**src/rtl/irPkg.sv**
```systemverilog
`default_nettype none

package irPkg;

  // Field widths fixed by the instruction format
  localparam int IrWidth       = 13;
  localparam int AdWidth       = 36;
  localparam int DramAddrWidth = 9;
  localparam int DramDepth     = 512;
  localparam int DramWidth     = 15;
  localparam int DiagWidth     = 6;
  localparam int DiagSelWidth  = 3;

  // JRST is 254 octal
  localparam logic [0:8] JrstOpcode = 9'o254;
  localparam logic [0:2] IoPrefix   = 3'b111;

  // First bit of each field in the [0:14] dispatch word
  localparam int DramPosA     = 0;
  localparam int DramPosB     = 3;
  localparam int DramPosPar   = 6;
  localparam int DramPosJHigh = 7;
  localparam int DramPosJLow  = 11;

  typedef struct packed {
    logic [0:8] opcode;
    logic [0:3] ac;
  } irOpT;

  typedef struct packed {
    logic [0:2] prefix;
    logic [0:6] device;
    logic [0:2] func;
  } irIoT;

  // Same 13 bits seen as opcode/AC or as I/O device/function
  typedef union packed {
    irOpT op;
    irIoT io;
  } irWordT;

endpackage

`default_nettype wire

```
**src/rtl/condTest.sv**
```systemverilog
`timescale 1ns/1ps
`default_nettype none

module condTest (
  input  logic [0:irPkg::AdWidth-1] adData,
  input  logic                      adCarry,
  input  logic                      magicGt,
  input  logic                      magicLt,
  input  logic [0:2]                dispB,
  output logic                      adEq0,
  output logic                      testSatisfied,
  output logic [0:2]                norm
);

  logic greater;
  logic testTerms;

  assign adEq0   = ~|adData;
  // Sign corrected by the carry out
  assign greater = adData[0] ^ adCarry;

  // B field picks the tests and B bit 0 inverts the sense
  assign testTerms = |{dispB[1] & adEq0,
                       dispB[2] & greater & magicGt,
                       dispB[2] & adData[0] & magicLt,
                       adCarry & (magicGt == magicLt)};

  assign testSatisfied = testTerms ^ dispB[0];

  // Normalize shift priority
  always_comb begin
    if (adData[0]) begin
      norm = 3'd1;
    end else if (|adData[1:6]) begin
      norm = 3'd2;
    end else if (adData[7]) begin
      norm = 3'd3;
    end else if (adData[8]) begin
      norm = 3'd4;
    end else if (adData[9]) begin
      norm = 3'd5;
    end else if (adData[10]) begin
      norm = 3'd6;
    end else begin
      // Anything further down only says nonzero
      norm = {2'b00, |adData[11:35]};
    end
  end

endmodule

`default_nettype wire

```
**config.mk**
```make
export PLATFORM = sky130hd
export DESIGN_NAME = condTest
export DESIGN_NICKNAME = d
export VERILOG_FILES = /design/src/rtl/irPkg.sv /design/src/rtl/condTest.sv
export SDC_FILE = /design/constraint.sdc
export NUM_CORES = 1
export LEC_CHECK = 0
export ABC_AREA = 0
export BUFFER_PORTS_ARGS = -buffer_cell sky130_fd_sc_hd__buf_2
export CAP_MARGIN = 40
export CORE_AREA = 5 5 42 44
export DETAILED_ROUTE_END_ITERATION = 10
export DIE_AREA = 0 0 47 49
export PLACE_DENSITY = 0.59
export SYNTH_ARGS = -nofsm -noshare
export SYNTH_HDL_FRONTEND = slang
export SYNTH_SLANG_ARGS = --single-unit
```
**constraint.sdc**
```tcl
create_clock -name vclk -period 1.6
set_input_delay 0.16 -clock vclk [all_inputs]
set_output_delay 0.16 -clock vclk [all_outputs]
set_load 0.02 [all_outputs]
```
Word-level counts from Yosys, hierarchy flattened
Cells that the tools add are included.
Word-level totals
  bits in latches: 0
  input port bits: 42
  output and inout port bits: 5
  RAM bits: 0
  bits in read-only memories: 0
  memories kept: 0
  register bits after elaboration: 0
Cells by class
  multiply operators: 0
  multiplexer cells: 6
  bitwise logic cells: 8
  divide/modulo/power cells: 0
  eq/ne operators: 1
  shift-type cells: 0
  magnitude comparators: 0
  reductions and logical operators: 5
  add/sub/neg operators: 0
Operator list (count)
  $reduce_or A36 Y1: 1
  $reduce_or A25 Y1: 1
  $mux W3: 6
  $and A1 B1 Y1: 6
  $reduce_or A6 Y1: 1
  $reduce_or A4 Y1: 1
  $xor A1 B1 Y1: 2
  $eq A1 B1 Y1: 1
  $logic_not A1 Y1: 1

Longest topological paths before layout
  depth after elaboration: 7
  depth in mapped cells: 4

Least setup slack after synthesis
Ideal clock, no wire load.
  kind: input port to output port
  start point: input port adData[32] (netlist bit)
  end point: output port testSatisfied
  data arrival time: 1478 ps
  required time: 1440 ps
  stages: 4
  path buffers: 0
  setup slack: -38 ps
  cell sequence: nor4_2 nand4_1 or4_1 a211oi_2
Between the ends
  cells in the longest elaborated chain, start to end: 5
Ends and longest elaborated chain
  start: declaration: RTL line condTest.sv:5  | input logic [0:irPkg::AdWidth-1] adData,
  $reduce_or A36 Y1: RTL line condTest.sv:18  | assign adEq0 = ~|adData;
  $logic_not A1 Y1: RTL line condTest.sv:18
  $and A1 B1 Y1: RTL line condTest.sv:23  | assign testTerms = |{dispB[1] & adEq0,
  $reduce_or A4 Y1: RTL line condTest.sv:23
  $xor A1 B1 Y1: RTL line condTest.sv:28  | assign testSatisfied = testTerms ^ dispB[0];
  end: declaration: RTL line condTest.sv:11  | output logic testSatisfied,
Every way passes these cells.

Worst setup path in the final report
Ends and elaborated chain as after synthesis.

==> flow_metrics.env <==
export IMPL_status="complete, but fails checks"
export IMPL_violations="setup timing"
export IMPL_postLayoutCoreUtil_pct=46.8
export IMPL_final_common_cell="buf_2"
export IMPL_busiest_layer="met2"
export IMPL_route_detailed_drc=0
export IMPL_hold_viol=0
export IMPL_ant_nets=0
export IMPL_cp_max_fo=2
export IMPL_core_area_sq_um=1400
export IMPL_avgSynthCellArea_sq_um=6.42
export IMPL_area_growth_pct=169
export IMPL_hold_path_startpoint="adData[10]"
export IMPL_fmax_mhz=584
export IMPL_fp_dieH_um=49
export IMPL_nClkBuffers=0
export IMPL_rows=14
export IMPL_ys_seq_area_share_pct=0
export IMPL_grt_pass1_wl_mm=1.59
export IMPL_maxCapViolations=0
export IMPL_p_leak_nw=0.329
export IMPL_antennaDiodeCount=0
export IMPL_grt_use_met3_pct=1.11
export IMPL_slew_headroom_pct=73.7
export IMPL_min_period_ps=1710
export IMPL_multiInputGateArea_sq_um=277
export IMPL_most_common_layout_cells="41 x buf_2, 10 x buf_4, 6 x buf_6"
export IMPL_swShare_pct=40.7
export IMPL_combPwrFrac_pct=100.0
export IMPL_drt_pass1_iterations=4
export IMPL_grt_overflow=0
export IMPL_drt_iter0_markers=1
export IMPL_place_congestion=0.713
export IMPL_io_pins=47
export IMPL_rsz0062_at_grt="true"
export IMPL_gr_usage_all_layers_pct=8.43
export IMPL_setup_viol=1
export IMPL_worstMarginPinSlew_ps=391
export IMPL_yosys_warnings=0
export IMPL_powerDensity_nw_per_um2=210
export IMPL_pwr_share_seq_pct=0
export IMPL_cp_required_ps=1440
export IMPL_synth_fp_nets=80
export IMPL_grtUsageMet1_pct=12.2
export IMPL_dp_hpwl_mm=1.01
export IMPL_netlist_area_sq_um=244
export IMPL_path_class="in2out"
export IMPL_fillCellCount=145
export IMPL_yosysUniqueCellTypes=20
export IMPL_end_kind="primary output"
export IMPL_grt_start_max_net_pins=5
export IMPL_final_nets=139
export IMPL_wl_per_cell_um=10.1
export IMPL_layout_drive_gt1_share_pct=66.3
export IMPL_switching_power_mw=0.0560
export IMPL_vias_per_cell=4.51
export IMPL_regArea_sq_um=0
export IMPL_slew_violations=0
export IMPL_synth_cells=38
export IMPL_initial_core_util_pct=17.4
export IMPL_p_total_mw=0.138
export IMPL_cts_hold_buf=0
export IMPL_min_path_type="in2out"
export IMPL_fp_dieArea_sq_um=2300
export IMPL_vias=501
export IMPL_setup_tns_ps=-113
export IMPL_vdd_drop_max_mv=0.0894
export IMPL_clkPwrFrac_pct=0
export IMPL_cp_arrival_ps=1550
export IMPL_worst_slack_ps=-113
export IMPL_p_int_mw=0.0816
export IMPL_start_kind="input pin"
export IMPL_hold_depth=4
export IMPL_die_x_um=47
export IMPL_use_met2_pct=13.8
export IMPL_portBuffers=47
export IMPL_n_sequential_cell=0
export IMPL_period_share_pct=107
export IMPL_wirelength_mm=1.12
export IMPL_whs_endpoint="norm[1]"
export IMPL_grt_pass1_vias=438
export IMPL_grt_antenna_before_repair=0
## per-stage QoR
stage / hold slack (ps) / setup slack (ps) / cell area [sq um] / std cells
2_1_floorplan: 397 / -26.1 / 251 / 38
3_3_place_gp: 695 / -220 / 582 / 111
3_5_place_dp: 697 / -224 / 582 / 111
4_1_cts: 699 / -136 / 641 / 111
5_1_grt: 722 / -225 / 656 / 111
6_report: 695 / -113 / 656 / 111
## worst max path at each step
stage | startpoint | end | slack (ps) | cells after the start
floorplan | adData[32] | testSatisfied | -30 | 4
global placement | adData[32] | testSatisfied | -220 | 6
detailed placement | adData[32] | testSatisfied | -220 | 6
CTS | adData[30] | testSatisfied | -140 | 6
global route | adData[32] | testSatisfied | -230 | 6
finish | adData[32] | testSatisfied | -110 | 6
## worst max-delay path, cell delays in order
cell and delay (ps):
buf_6 90, nor4_4 250, nand4_1 140, or4_4 550
a211oi_4 210, buf_6 140
## layout make-up
type | instances | share of cell area (%)
inverter | 3 | 1.72
multi-input combinational | 35 | 42.2
tap | 16 | 3.05
timing repair buffer | 57 | 53.1
## synthesized netlist by cell type (2+ instances only)
library cell,instances,area share [%]
a21oi_1,2,4.1
nor4_2,3,15
inv_1,3,4.6
nor2_1,5,7.7
nand2_1,4,6.2
nor4_1,4,10
nor3_1,3,6.2
nand4_1,2,5.1
## logic make-up after synthesis
family	count (synthesis)	synth area share, %
AND/OR/NAND/NOR	25	62.0
AO/OA/AOI/OAI	9	29.7
XOR/XNOR	1	3.59
buffers and inverters	3	4.62
## per-layer routing
metal,share of wire [%],vias up
met5,0,-
met4,0,0
met3,21,0
met2,42,36
met1,36,201
li1,-,264
## power by group through the flow
stage	Combinational (mW)	Clock, mW	Sequential, mW
CTS	0.135	0	0
detailed placement	0.117	0	0
floorplan	0.0390	0	0
global placement	0.116	0	0
finish	0.138	0	0
global route	0.150	0	0
## repair_timing
| item | 4_1_cts | 5_1_grt |
|---|---|---|
| hold endpoints to repair | 0 | 0 |
| cloned | 0 | 0 |
| pin swaps | 2 | 0 |
| setup buffers | 0 | 0 |
| setup endpoints to repair | 1 | 1 |
| resized for setup | 10 | 2 |
Note: power is estimated with default switching activity, not from simulation.
