==> src/rtl/irPkg.sv <==
`default_nettype none

package irPkg;

  // Field widths fixed by the instruction format
  localparam int IrWidth       = 13;
  localparam int AdWidth       = 36;
  localparam int DramAddrWidth = 9;
  localparam int DramDepth     = 512;
  localparam int DramWidth     = 15;
  localparam int DiagWidth     = 6;
  localparam int DiagSelWidth  = 3;

  // JRST is 254 octal
  localparam logic [0:8] JrstOpcode = 9'o254;
  localparam logic [0:2] IoPrefix   = 3'b111;

  // First bit of each field in the [0:14] dispatch word
  localparam int DramPosA     = 0;
  localparam int DramPosB     = 3;
  localparam int DramPosPar   = 6;
  localparam int DramPosJHigh = 7;
  localparam int DramPosJLow  = 11;

  typedef struct packed {
    logic [0:8] opcode;
    logic [0:3] ac;
  } irOpT;

  typedef struct packed {
    logic [0:2] prefix;
    logic [0:6] device;
    logic [0:2] func;
  } irIoT;

  // Same 13 bits seen as opcode/AC or as I/O device/function
  typedef union packed {
    irOpT op;
    irIoT io;
  } irWordT;

endpackage

`default_nettype wire

==> src/rtl/irLatch.sv <==
`timescale 1ns/1ps
`default_nettype none

module irLatch (
  input  logic                          eboxClk,
  input  logic                          arstN,
  input  logic                          instValid,
  input  logic [0:irPkg::IrWidth-1]     instWord,
  output logic                          instReady,
  output logic                          irValid,
  input  logic                          irReady,
  output irPkg::irWordT                 irWord,
  output logic                          jrst,
  output logic                          jrst0,
  output logic                          ioLegal,
  output logic                          acEq0,
  output logic [0:3]                    irAc,
  input  logic                          diagCtlWe,
  input  logic [0:1]                    diagCtlData,
  output logic                          enIoJrst,
  output logic                          enAc
);
  import irPkg::*;

  logic instAccept;

  // Room when empty or when the held item moves on this cycle
  assign instReady  = ~irValid | irReady;
  assign instAccept = instValid & instReady;

  always_ff @(posedge eboxClk or negedge arstN) begin
    if (!arstN) begin
      irValid <= 1'b0;
    end else if (instAccept) begin
      irValid <= 1'b1;
    end else if (irReady) begin
      irValid <= 1'b0;
    end
  end

  always_ff @(posedge eboxClk) begin
    if (instAccept) begin
      irWord <= instWord;
    end
  end

  // Diagnostic control bits with bit 0 as the I/O dispatch enable
  always_ff @(posedge eboxClk or negedge arstN) begin
    if (!arstN) begin
      enIoJrst <= 1'b0;
      enAc     <= 1'b0;
    end else if (diagCtlWe) begin
      enIoJrst <= diagCtlData[0];
      enAc     <= diagCtlData[1];
    end
  end

  // Field decodes off the latched word
  assign jrst    = irWord.op.opcode == JrstOpcode;
  assign acEq0   = irWord.op.ac == 4'b0000;
  assign jrst0   = jrst & acEq0;
  assign ioLegal = &irWord.op.opcode[3:6];

  // AC only reaches the AC mixers when enabled
  assign irAc = enAc ? irWord.op.ac : 4'b0000;

endmodule

`default_nettype wire

==> config.mk <==
export PLATFORM = sky130hd
export DESIGN_NAME = irLatch
export DESIGN_NICKNAME = d
export VERILOG_FILES = /design/src/rtl/irPkg.sv /design/src/rtl/irLatch.sv
export SDC_FILE = /design/constraint.sdc
export NUM_CORES = 1
export LEC_CHECK = 0
export ABC_AREA = 1
export BUFFER_PORTS_ARGS = -buffer_cell sky130_fd_sc_hd__buf_2
export CAP_MARGIN = 40
export CORE_MARGIN = 10
export CORE_UTILIZATION = 38
export CTS_CLUSTER_SIZE = 20
export DETAILED_ROUTE_END_ITERATION = 10
export HOLD_SLACK_MARGIN = 0.1
export PLACE_DENSITY = 0.75
export SLEW_MARGIN = 10
export SYNTH_ARGS = -nofsm -noshare
export SYNTH_HDL_FRONTEND = slang
export SYNTH_SLANG_ARGS = --single-unit
==> constraint.sdc <==
create_clock -name eboxClk -period 2.1 [get_ports eboxClk]
set_clock_uncertainty 0.2 [all_clocks]
set_input_delay 0.42 -clock eboxClk [delete_from_list [all_inputs] [get_ports eboxClk]]
set_output_delay 0.42 -clock eboxClk [all_outputs]
set_load 0.01 [all_outputs]
### Yosys cells after proc, flatten, opt, wreduce, memory -nomap -nowiden

Index checks and enable logic that the tools add are counted.

* register bits after elaboration: 16
* input bits: 20
* output and inout bits: 25

* eq/ne operators: 1
* multiplexer cells: 3
* bitwise logic cells: 4
* reductions and logical operators: 3

Operator list (number)
* 9-bit by 8-bit equality test with 1-bit output, second input constant: 1
* 4-bit logical NOT: 1
* 4-bit two-way mux: 1
* 4-bit AND reduction: 1
* 1-bit AND: 2
* 1-bit two-way mux: 2
* 2-bit nonzero test: 1
* 1-bit NOT: 1
* 1-bit OR: 1

### Logic depth before layout (Yosys ltp)

* word-level depth: 4
* mapped depth: 4
* depth with buffers taken out: 4

### Worst setup path before layout

OpenSTA, ideal clock, no wires.

* kind: in2reg
* from: input instValid
* to: register irWord[0] (netlist name) (enable)
* setup time: 387 ps
* data arrival time: 1133 ps
* data required time: 1513 ps
* path slack: 380 ps
* stages: 2
* buffers on the path: 0
* cells stage by stage: inv_1 a21oi_1

* cells in the longest elaborated chain, start to end: 1

Ends and longest elaborated chain
* from (decl): line irLatch.sv:7 `input logic instValid,`
* 1-bit AND: line irLatch.sv:29 `assign instAccept = instValid & instReady;`
* net instAccept: line irLatch.sv:25 `logic instAccept;`
* to (signal assigned): line irLatch.sv:43 `irWord <= instWord;`
* to (decl): line irLatch.sv:12 `output irPkg::irWordT irWord,`

The timed path passes the listed nets, and every way through them passes these cells.
A chain may end at the register's enable or synchronous reset.

### Worst setup path in the final report

* from: register irWord[3] (netlist name)
* to: output jrst0

* cells in the longest elaborated chain, start to end: 2

Ends and longest elaborated chain
* 4-bit logical NOT: line irLatch.sv:60 `assign acEq0 = irWord.op.ac == 4'b0000;`
* 1-bit AND: line irLatch.sv:61 `assign jrst0 = jrst & acEq0;`
* to (decl): line irLatch.sv:14 `output logic jrst0,`

No other way between the ends.

==> reports/metrics.yaml <==
run_status: "finished, final reports clean"
postSynthNetCount: 67
timing.setup.tns_ps: 0
worst-endpoint-required_ps: 1480
pwr-share-comb: 0.154
synthFlopType: "sky130_fd_sc_hd__edfxtp_1"
fp.coreArea_mm2: 0.001541
cts_buffers: 3
routed_via_density: 4.403
syn_inst: 47
floorplan.die_area_mm2: 0.003684
yosysMostFrequentCell: "sky130_fd_sc_hd__edfxtp_1"
routed_wire_length_per_instance_um: 14.48
ys_types: 11
final-hold-violation-count: 0
maxCapViolations: 0
wl_mm: 1.796
cts.reportedPaths.clkPinSlew_ps: 90
timing.slew.headroom: 0.8738
netlist_top_cells_count: "sky130_fd_sc_hd__edfxtp_1 (13), sky130_fd_sc_hd__inv_1 (10), sky130_fd_sc_hd__nand2_1 (9)"
route.antenna.remaining_nets: 0
critical_path.n_buffers_inverters: 1
nNetsFinal: 129
peakVddDrop_uv: 571.3
final_core_utilization: 0.6705
power.internal_uw: 527.3
synth_sequential_area_ratio: 0.7396
placementRows: 14
sequentialPowerShare: 0.550
global_route.usage.total: 0.09578
gp_congestion: 0.6474
cts-resized-gates: 0
cp_data_arrival_time_ps: 1180
initial_core_util: 0.4083
die_extent_in_y_um: 60.70
critPathKind: "reg -> out"
count_of_flip_flops_with_a_built_in_enable_after_synthesis: 13
synth.largest_area_cell: "sky130_fd_sc_hd__edfxtp_1"
clockBufferDepth: 2
insertedDiodeCount: 0
die_width_um: 60.70
cts_sinks: 16
critPathTopFamily: "flip-flops"
report.final.setup_viol: 0
synth_area_um2: 629.4
slew_violations: 0
crit_slowest_cell: "sky130_fd_sc_hd__edfxtp_1"
met1_wire_length_um: 631
crit_path_launch_type: "flip-flop"
overflow: 0
areaGrowthSynthToFinish_pct: 64.21
grt_first_pass_wirelength_mm: 2.601
synthArstFlopShare: 0.1875
cts_setup_buffers: 0
holdCritPathClass: "in -> reg"
post_synth_main_area_contributors: "sky130_fd_sc_hd__edfxtp_1 (62%), sky130_fd_sc_hd__dfrtp_1 (12%), sky130_fd_sc_hd__inv_1 (6.0%)"
worstPathCellList: "nor2_1 -> nand2_1 -> nor3_2 -> buf_2"
final.min_clock_period_ps: 1800
io_buffer_count: 44
cts_tree: "done"
drt_iter0_markers: 7
route.top_layer_used: "met4"
routed-wl-met3_um: 235
cellLeakagePower_uw: 0.0005409
critical_path.max_fanout: 3
worst_slew_pin_slew_ps: 189.3
detailed_routed_wire_length_on_met2_um: 918
num_vias: 546
pwr-share-clk: 0.296
number_of_antenna_violations_at_the_first_check_in_global_routing: 0
fraction_of_final_layout_cells_with_drive_strength_greater_than_1: 0.5093
total_iterations_of_the_first_detailed_routing_run: 2
hold_buffers: 4
setup.worst_path.end_class: "primary output"
critical-path-max-stage-delay_ps: 420
syn_area_per_cell_um2: 13.39
power-per-cell-area_mw_per_mm2: 667.3
library_cell_used_as_clock_root_buffer: "sky130_fd_sc_hd__clkbuf_4"
grt_start_max_net_pins: 14
grt_setup_unrepaired: "no"
p_sw_uw: 162.4
ys_ff_latch: 16
maxClockFrequency_mhz: 555.6
htreeDepth: 1
portion_of_synthesized_cell_area_occupied_by_the_leading_cell_type: 0.6203
drc: 0
io_pins: 45
period_share: 0.8571
detailed_place_hpwl_mm: 1.389
worst_skew_pair.late_latency_ps: 280
first_global_vias: 543
yosysWarnings: 0
switching_share: 0.2355
## power groups by stage
stage,combinational (uW),sequential [uW],clock [uW]
after floorplan,28.1,395,0
after global placement,87.8,385,0
after detailed placement,89.7,387,0
after CTS,95.7,379,206
after global routing,117,383,224
final,106,379,204
## path summary, 6_finish.rpt
path                                  end        start  depth (start not counted)  slack [ps]
max in group asynchronous        enIoJrst        arstN                          2        1360
min in group asynchronous         irValid        arstN                          2         240
worst min-delay path            irWord[5]  instWord[7]                          1         120
worst min register to register   enIoJrst     enIoJrst                          1         320
worst max-delay path                jrst0    irWord[3]                          4         300
worst max register to register  irWord[2]      irValid                          2         810
## placed cells by master (no fill, tap or decap)
cell                            count
sky130_fd_sc_hd__inv_1             10
sky130_fd_sc_hd__nand3b_4           1
sky130_fd_sc_hd__buf_2             44
sky130_fd_sc_hd__clkbuf_8           1
sky130_fd_sc_hd__mux2_2             2
sky130_fd_sc_hd__nor2_2             1
sky130_fd_sc_hd__nor3_2             1
sky130_fd_sc_hd__buf_4              1
sky130_fd_sc_hd__edfxtp_1          13
sky130_fd_sc_hd__dfrtp_1            3
sky130_fd_sc_hd__dlygate4sd3_1     12
sky130_fd_sc_hd__nand2_1            9
sky130_fd_sc_hd__nor2_1             5
sky130_fd_sc_hd__clkbuf_4           3
sky130_fd_sc_hd__nand3_2            1
sky130_fd_sc_hd__a21oi_1            1
## cell type report
type / instances / area (um2)
multi-input combinational: 21 / 126.4
sequential: 16 / 465.4
clock buffer: 4 / 36.28
inverter: 10 / 37.54
tap: 16 / 20.02
fill: 128 / 508.0
timing repair buffer: 57 / 347.8
## state kept, by name, indices dropped and copies added (netlist names)
register / flops
irWord: 13
enAc: 1
irValid: 1
enIoJrst: 1
## stage by stage
step                      instances  hold slack, ps  instance area, um2  worst slack (ps)  total power [uW]
after floorplan                  47          -75.59               629.4             379.7             422.9
after global placement          108           17.65               877.1             621.4             472.9
after detailed placement        108           19.80               877.1             606.5             476.3
after CTS                       116           101.9               953.4             280.5             681.3
after global routing            124           103.5                1033             155.5             723.7
final                           124           117.5                1033             300.1             689.7
## cell families (layout without fill, tap and decap cells)
kind of cell	Yosys count	count (layout)	synth area share
flip-flops	16	16	0.7396
AND/OR/NAND/NOR	18	18	0.1571
buffers and inverters	10	71	0.05965
multiplexers	2	2	0.03578
AO/OA/AOI/OAI	1	1	0.007945
## metal layers
metal,track usage,up-vias
met2,0.1557,28
li1,-,273
met5,0,-
met1,0.09693,243
met3,0.05428,2
met4,0.04702,0
Power figures use the tool's default switching activity.
