==> config.mk <==
export PLATFORM = sky130hd
export DESIGN_NAME = diagRead
export DESIGN_NICKNAME = d
export VERILOG_FILES = /design/src/rtl/irPkg.sv /design/src/rtl/diagRead.sv
export SDC_FILE = /design/constraint.sdc
export NUM_CORES = 1
export LEC_CHECK = 0
export BUFFER_PORTS_ARGS = -buffer_cell sky130_fd_sc_hd__buf_2
export CORE_MARGIN = 1
export CORE_UTILIZATION = 32
export DETAILED_ROUTE_END_ITERATION = 10
export MAX_ROUTING_LAYER = met4
export PLACE_DENSITY = 0.84
export SLEW_MARGIN = 40
export SYNTH_ARGS = -nofsm -noshare
export SYNTH_HDL_FRONTEND = slang
export SYNTH_SLANG_ARGS = --single-unit
==> constraint.sdc <==
create_clock -name vclk -period 2.2
set_input_delay 0.44 -clock vclk [all_inputs]
set_output_delay 0.44 -clock vclk [all_outputs]
set_load 0.01 [all_outputs]
==> src/rtl/irPkg.sv <==
`default_nettype none

package irPkg;

  // Field widths fixed by the instruction format
  localparam int IrWidth       = 13;
  localparam int AdWidth       = 36;
  localparam int DramAddrWidth = 9;
  localparam int DramDepth     = 512;
  localparam int DramWidth     = 15;
  localparam int DiagWidth     = 6;
  localparam int DiagSelWidth  = 3;

  // JRST is 254 octal
  localparam logic [0:8] JrstOpcode = 9'o254;
  localparam logic [0:2] IoPrefix   = 3'b111;

  // First bit of each field in the [0:14] dispatch word
  localparam int DramPosA     = 0;
  localparam int DramPosB     = 3;
  localparam int DramPosPar   = 6;
  localparam int DramPosJHigh = 7;
  localparam int DramPosJLow  = 11;

  typedef struct packed {
    logic [0:8] opcode;
    logic [0:3] ac;
  } irOpT;

  typedef struct packed {
    logic [0:2] prefix;
    logic [0:6] device;
    logic [0:2] func;
  } irIoT;

  // Same 13 bits seen as opcode/AC or as I/O device/function
  typedef union packed {
    irOpT op;
    irIoT io;
  } irWordT;

endpackage

`default_nettype wire

==> src/rtl/diagRead.sv <==
`timescale 1ns/1ps
`default_nettype none

module diagRead (
  input  logic [0:irPkg::DiagSelWidth-1]  diagSel,
  input  logic [0:2]                      norm,
  input  logic [0:irPkg::DramAddrWidth-1] dramAddr,
  input  logic                            enIoJrst,
  input  logic                            enAc,
  input  logic [0:3]                      irAc,
  input  logic [0:2]                      dispA,
  input  logic [0:2]                      dispB,
  input  logic                            testSatisfied,
  input  logic                            jrst0,
  input  logic [0:3]                      dispJHigh,
  input  logic                            dispParityWord,
  input  logic                            dispParityOk,
  input  logic [0:3]                      dispJLow,
  input  logic                            adEq0,
  input  logic                            ioLegal,
  input  logic                            acEq0,
  input  logic                            adCarry,
  input  logic                            magicGt,
  input  logic                            magicLt,
  input  irPkg::irWordT                   irWord,
  output logic [0:irPkg::DiagWidth-1]     diagRdData
);

  // One six-bit group per select code
  always_comb begin
    case (diagSel)
      3'd0: diagRdData = {norm, dramAddr[0:2]};
      3'd1: diagRdData = dramAddr[3:8];
      3'd2: diagRdData = {enIoJrst, enAc, irAc};
      3'd3: diagRdData = {dispA, dispB};
      3'd4: diagRdData = {testSatisfied, jrst0, dispJHigh};
      3'd5: diagRdData = {dispParityWord, dispParityOk, dispJLow};
      3'd6: diagRdData = {adEq0, ioLegal, acEq0, adCarry, magicGt, magicLt};
      3'd7: diagRdData = irWord.op.opcode[0:5];
    endcase
  end

endmodule

`default_nettype wire

[Word level (Yosys, flattened, before mapping)]
Index checks and enable logic that the tools add are counted.
Storage, ports and cells
  register bits: 0
  logic and storage cells: 9
  output and inout bits: 6
  input bits: 58
Cells by class
  reductions and logical operators: 1
  equal/unequal tests: 7
  mux-type cells: 1
Operator list (number)
  $pmux 6 s8: 1
  $eq 3x3->1 const B: 4
  $eq 3x2->1 const B: 2
  $eq 3x1->1 const B: 1
  $logic_not 3->1: 1

[Longest topological paths before layout]
Gate-level depths: netlist of run 1.
  depth after elaboration: 2
  gate-level depth with buffers: 5

[Worst setup path after synthesis of run 1]
Ideal clock, no wire load.
  path type: in2out
  start point: input port diagSel[2] in the netlist's numbering
  end point: output port diagRdData[1] in the netlist's numbering
  data required time: 1.760 ns
  arrival: 1.445 ns
  buffers on the path: 2
  stages: 4
  setup slack: 0.315 ns
  path through: buf_6 buf_12 mux4_2 mux2_4
On the way
  cells in the longest elaborated chain, start to end: 2
  elaborated cells on any way between the ends: 9
  those cells by class: eq/ne: 7; mux: 1; reduce/logical: 1
Ends and longest elaborated chain
  start, declared: RTL line diagRead.sv:5  | input logic [0:irPkg::DiagSelWidth-1] diagSel,
  $eq 3x3->1 (tied with other cells): RTL line diagRead.sv:31  | case (diagSel)
  $pmux 6 s8 *: RTL line diagRead.sv:31
  end, declared: RTL line diagRead.sv:26  | output logic [0:irPkg::DiagWidth-1] diagRdData
Mark *: on every way between the ends. The rest lies on a longest branch, timed or not.

[Worst setup path after layout of run 1]
  start point: input port diagSel[2] in the netlist's numbering
  end point: output port diagRdData[2] in the netlist's numbering
Same word-level chain as after synthesis.

==> flow_summary.ini, run 1 <==
[synthesis]
synth_fa_ha_area_frac = 0
syn-num-nets = 90
yosysSeqAreaShare = 0
synth_top_family_by_area = multiplexers
yosys.area_share.simple = 0.0554
synthCells = 32
synth_mux_area_frac = 0.773
yosys_warnings = 0
syn_area_um2 = 452
synth-xor-area-share = 0
synth-compound-area-share = 0.0748
synthDistinctLibCells = 19
synth.avg_cell_area_um2 = 14.1

[grt]
grt_pass1_vias = 447
antenna_found_initial = 0
grt.overflow.total = 0
grt_pass1_wl_mm = 1.77
track_usage = 0.163
grt_max_degree = 16

[finish]
nClkBuffers = 0
seq_cell_count = 0
fin_nets = 146
insertedDiodeCount = 0
syn2layout_area_growth_pct = 60.7
most-common-layout-cells = 56 x buf_2, 7 x mux4_1, 3 x mux2i_1, 3 x mux4_2, 3 x mux2_4
drive_gt1_frac = 0.767
final_core_util = 0.558
seq_area_um2 = 0
layout_commonest_cell = buf_2
fill_cells = 126
multi_input_area_um2 = 408

[routing]
num_vias = 533
drc = 0
first_iter_violations = 6
finalWirelength_mm = 1.25
avgViaCountPerCell = 5.28
first_pass_iters = 4
ant_nets = 0
wl_per_cell_um = 12.4

[floorplan]
initial_utilization = 0.347
pin_count = 64
die_area_mm2 = 0.00157
fp-row-count = 13
die_h_um = 39.6
die_w_um = 39.6
coreArea_mm2 = 0.00130

[sta]
tightest_slew_ps = 277
hold_viol_final = 0
layout_min_cycle_time_ps = 2080
rsz0062_at_grt = false
maxSlewHeadroom = 0.815
setup_tns_ps = 0
fmax_mhz = 480
setup_viol = 0
period_share = 0.947
slew_viol_final = 0

[clocking]
ctsHoldBuffers = 0

[setup_path]
cp-end-kind = output port
critPathRequiredTime_ps = 1760
arrival_ps = 1640
critical_path_class = input port to output port
critPathLaunchType = input port
worstPathMaxFanout = 11

[flow_run]
cap_violations = 0

[power_and_ir_drop]
ir_drop_uv = 104
power.leakage_nw = 0.395
power_mw = 0.139
p_per_area_mw_per_mm2 = 191

[placement]
gp_congestion = 0.727
hpwl_mm = 1.13
portBuffers = 57

[min_path]
hold_class = input port to output port

[outcome]
status = completed
==> area by class of cell <==
class / count / share of cell area
multi-input combinational: 27 / 0.562
timing repair buffer: 58 / 0.407
tap: 15 / 0.0259
inverter: 1 / 0.00517
==> final timing paths <==
check / from / cells past startpoint / slack [ps] / endpoint
worst max-delay path: diagSel[2] / 4 / 120 / diagRdData[2]
worst min-delay path: dramAddr[8] / 4 / 1300 / diagRdData[5]
==> timing repair <==
item	in CTS	in global routing
setup endpoints to repair	1	0
buffers inserted	0	0
resized for setup	1	0
==> layer usage <==
layer  up-vias  part of all wire  track usage
met1       240              0.38        0.189
met3         0             0.091            0
met2        35              0.53        0.328
met5         -                 0            -
met4         0                 0            0
li1        258                 -            -
==> synthesized netlist by cell type, drive strengths merged <==
master / instances / share of area
clkbuf: 1 / 0.0083
nor3: 1 / 0.011
mux4: 10 / 0.56
nand2: 1 / 0.0083
a31oi: 1 / 0.014
a211oi: 1 / 0.017
o21ai: 1 / 0.011
inv: 1 / 0.0083
mux2i: 3 / 0.066
nand2b: 1 / 0.014
or4b: 1 / 0.022
o22ai: 1 / 0.014
mux2: 5 / 0.15
buf: 3 / 0.080
a2bb2oi: 1 / 0.019
==> per-stage QoR <==
stage                     hold slack, ps  cells  worst slack (ps)  area (µm²)
after CTS                           1310    101               104         726
after global placement              1280    101              26.6         723
after floorplan                     1100     32               315         452
after detailed placement            1300    101             -5.54         723
after global routing                1340    101              80.7         726
final                               1300    101               116         726
==> report_power, final <==
part           leakage (nW)  internal [mW]  switching (mW)
Sequential                0              0               0
Clock                     0              0               0
Combinational         0.395         0.0903          0.0485
==> worst max-delay path: stages <==
cell and delay, ps:
buf_4 190, mux4_1 600, mux2_4 280, buf_2 140
==> cells by family (layout without fill, tap and decap cells) <==
family / count (synthesis) / after routing
compound gates: 5 / 5
mux: 18 / 18
simple gates: 4 / 4
buf+inv: 5 / 59
Power figures use the tool's default switching activity.
==> run 2: changes to the inputs <==
==> constraint.sdc (replaced) <==
create_clock -name vclk -period 2.2
set_input_delay 0.11 -clock vclk [all_inputs]
set_output_delay 0.11 -clock vclk [all_outputs]
set_load 0.01 [all_outputs]
==> run 2 against run 1 <==
Net effect:
- combinational power barely moved
- largest power group unchanged
- critical path type unchanged
- critical endpoint is now diagRdData[3]
- count of clock-buffer cells in the layout stayed put
- first-iteration DRC count down 67%
- power down 1.9%
- highest routed layer unchanged
==> flow_summary.ini, run 2 (same netlist as run 1, synthesis figures left out) <==
[power_and_ir_drop]
sw_frac_of_total = 0.350
clkPwrFrac = 0
combPwrFrac = 1.000
p_per_area_mw_per_mm2 = 190
power.leakage_nw = 0.390
ir_drop_uv = 109
p_sw_mw = 0.0477
intPower_mw = 0.0885
seqPwrFrac = 0

[finish]
most-common-layout-cells = 57 x buf_2, 7 x mux4_1, 3 x mux2i_1, 3 x mux4_2, 3 x mux2_4
fin_area_um2 = 716
final_cells = 100
syn2layout_area_growth_pct = 58.4
final_core_util = 0.550
insertedDiodeCount = 0
nClkBuffers = 0
drive_gt1_frac = 0.765
fin_nets = 145
seq_cell_count = 0
layout_commonest_cell = buf_2
seq_area_um2 = 0

[routing]
first_iter_violations = 2
avgViaCountPerCell = 5.37
finalWirelength_mm = 1.18
ant_nets = 0
wl_per_cell_um = 11.8
drc = 0
first_pass_iters = 2
num_vias = 537

[setup_path]
arrival_ps = 1500
critPathLaunchType = input port
critPathRequiredTime_ps = 2090
cp-end-kind = output port
critical_path_class = input port to output port
worstPathMaxFanout = 17

[clocking]
cts.repair.resized = 0
cts_setup_buffers = 0
ctsHoldBuffers = 0

[placement]
dpl_cell_area_um2 = 716
gp_congestion = 0.727
place_ws_ps = 574
placedCellCount = 100
portBuffers = 57

[outcome]
status = completed

[floorplan]
fp-row-count = 13
coreArea_mm2 = 0.00130
die_h_um = 39.6
die_w_um = 39.6
die_area_mm2 = 0.00157
initial_utilization = 0.347
pin_count = 64

[sta]
setup_tns_ps = 0
period_share = 0.732
rsz0062_at_grt = false
fmax_mhz = 621
setup_viol = 0
hold_viol_final = 0
maxSlewHeadroom = 0.723
final.setup.worst_slack_ps = 590
slew_viol_final = 0
layout_min_cycle_time_ps = 1610
tightest_slew_ps = 416

[grt]
grt_pass1_wl_mm = 1.70
grt_pass1_vias = 422
grt.overflow.total = 0
grt_max_degree = 18
antenna_found_initial = 0
track_usage = 0.156

[flow_run]
cap_violations = 0

[min_path]
hold_class = input port to output port
-- run 2: cell count changes in the layout (fill, tap and decap cells not counted) --
cell | before | now
buf_2 | 56 | 57
buf_4 | 2 | 0
-- run 2: worst paths after layout --
| kind | slack (ps) | startpoint | endpoint | cells past startpoint |
|---|---|---|---|---|
| max | 590 | diagSel[2] | diagRdData[3] | 4 |
| min | 640 | dramAddr[8] | diagRdData[5] | 4 |
-- run 2: area by class of cell --
class | instances | area [µm²]
Multi-Input combinational cell | 27 | 408
Fill cell | 130 | 586
Inverter | 1 | 3.75
Tap cell | 15 | 18.8
Timing Repair Buffer | 57 | 285
-- run 2: per-layer routing --
metal / part of all wire / GRT usage / routed length, µm / vias up
met5: 0 / - / 0 / -
met4: 0 / 0 / 0 / 0
met3: 0.098 / 0 / 116 / 0
met2: 0.55 / 0.316 / 645 / 35
met1: 0.35 / 0.179 / 419 / 247
li1: - / - / - / 255
-- run 2: worst max-delay path, stage by stage --
cell and delay, ps:
buf_2 350, mux4_1 620, mux2_4 280, buf_2 140
-- run 2: power by group through the flow --
stage,sequential [mW],clock (mW),combinational (mW)
after detailed placement,0,0,0.138
after CTS,0,0,0.139
final,0,0,0.136
after floorplan,0,0,0.0825
after global routing,0,0,0.148
after global placement,0,0,0.134
-- run 2: metrics by stage --
| step | power (mW) | hold slack, ps |
|---|---|---|
| floorplan | 0.0825 | 436 |
| global placement | 0.134 | 616 |
| detailed placement | 0.138 | 635 |
| CTS | 0.139 | 637 |
| global route | 0.148 | 667 |
| finish | 0.136 | 637 |
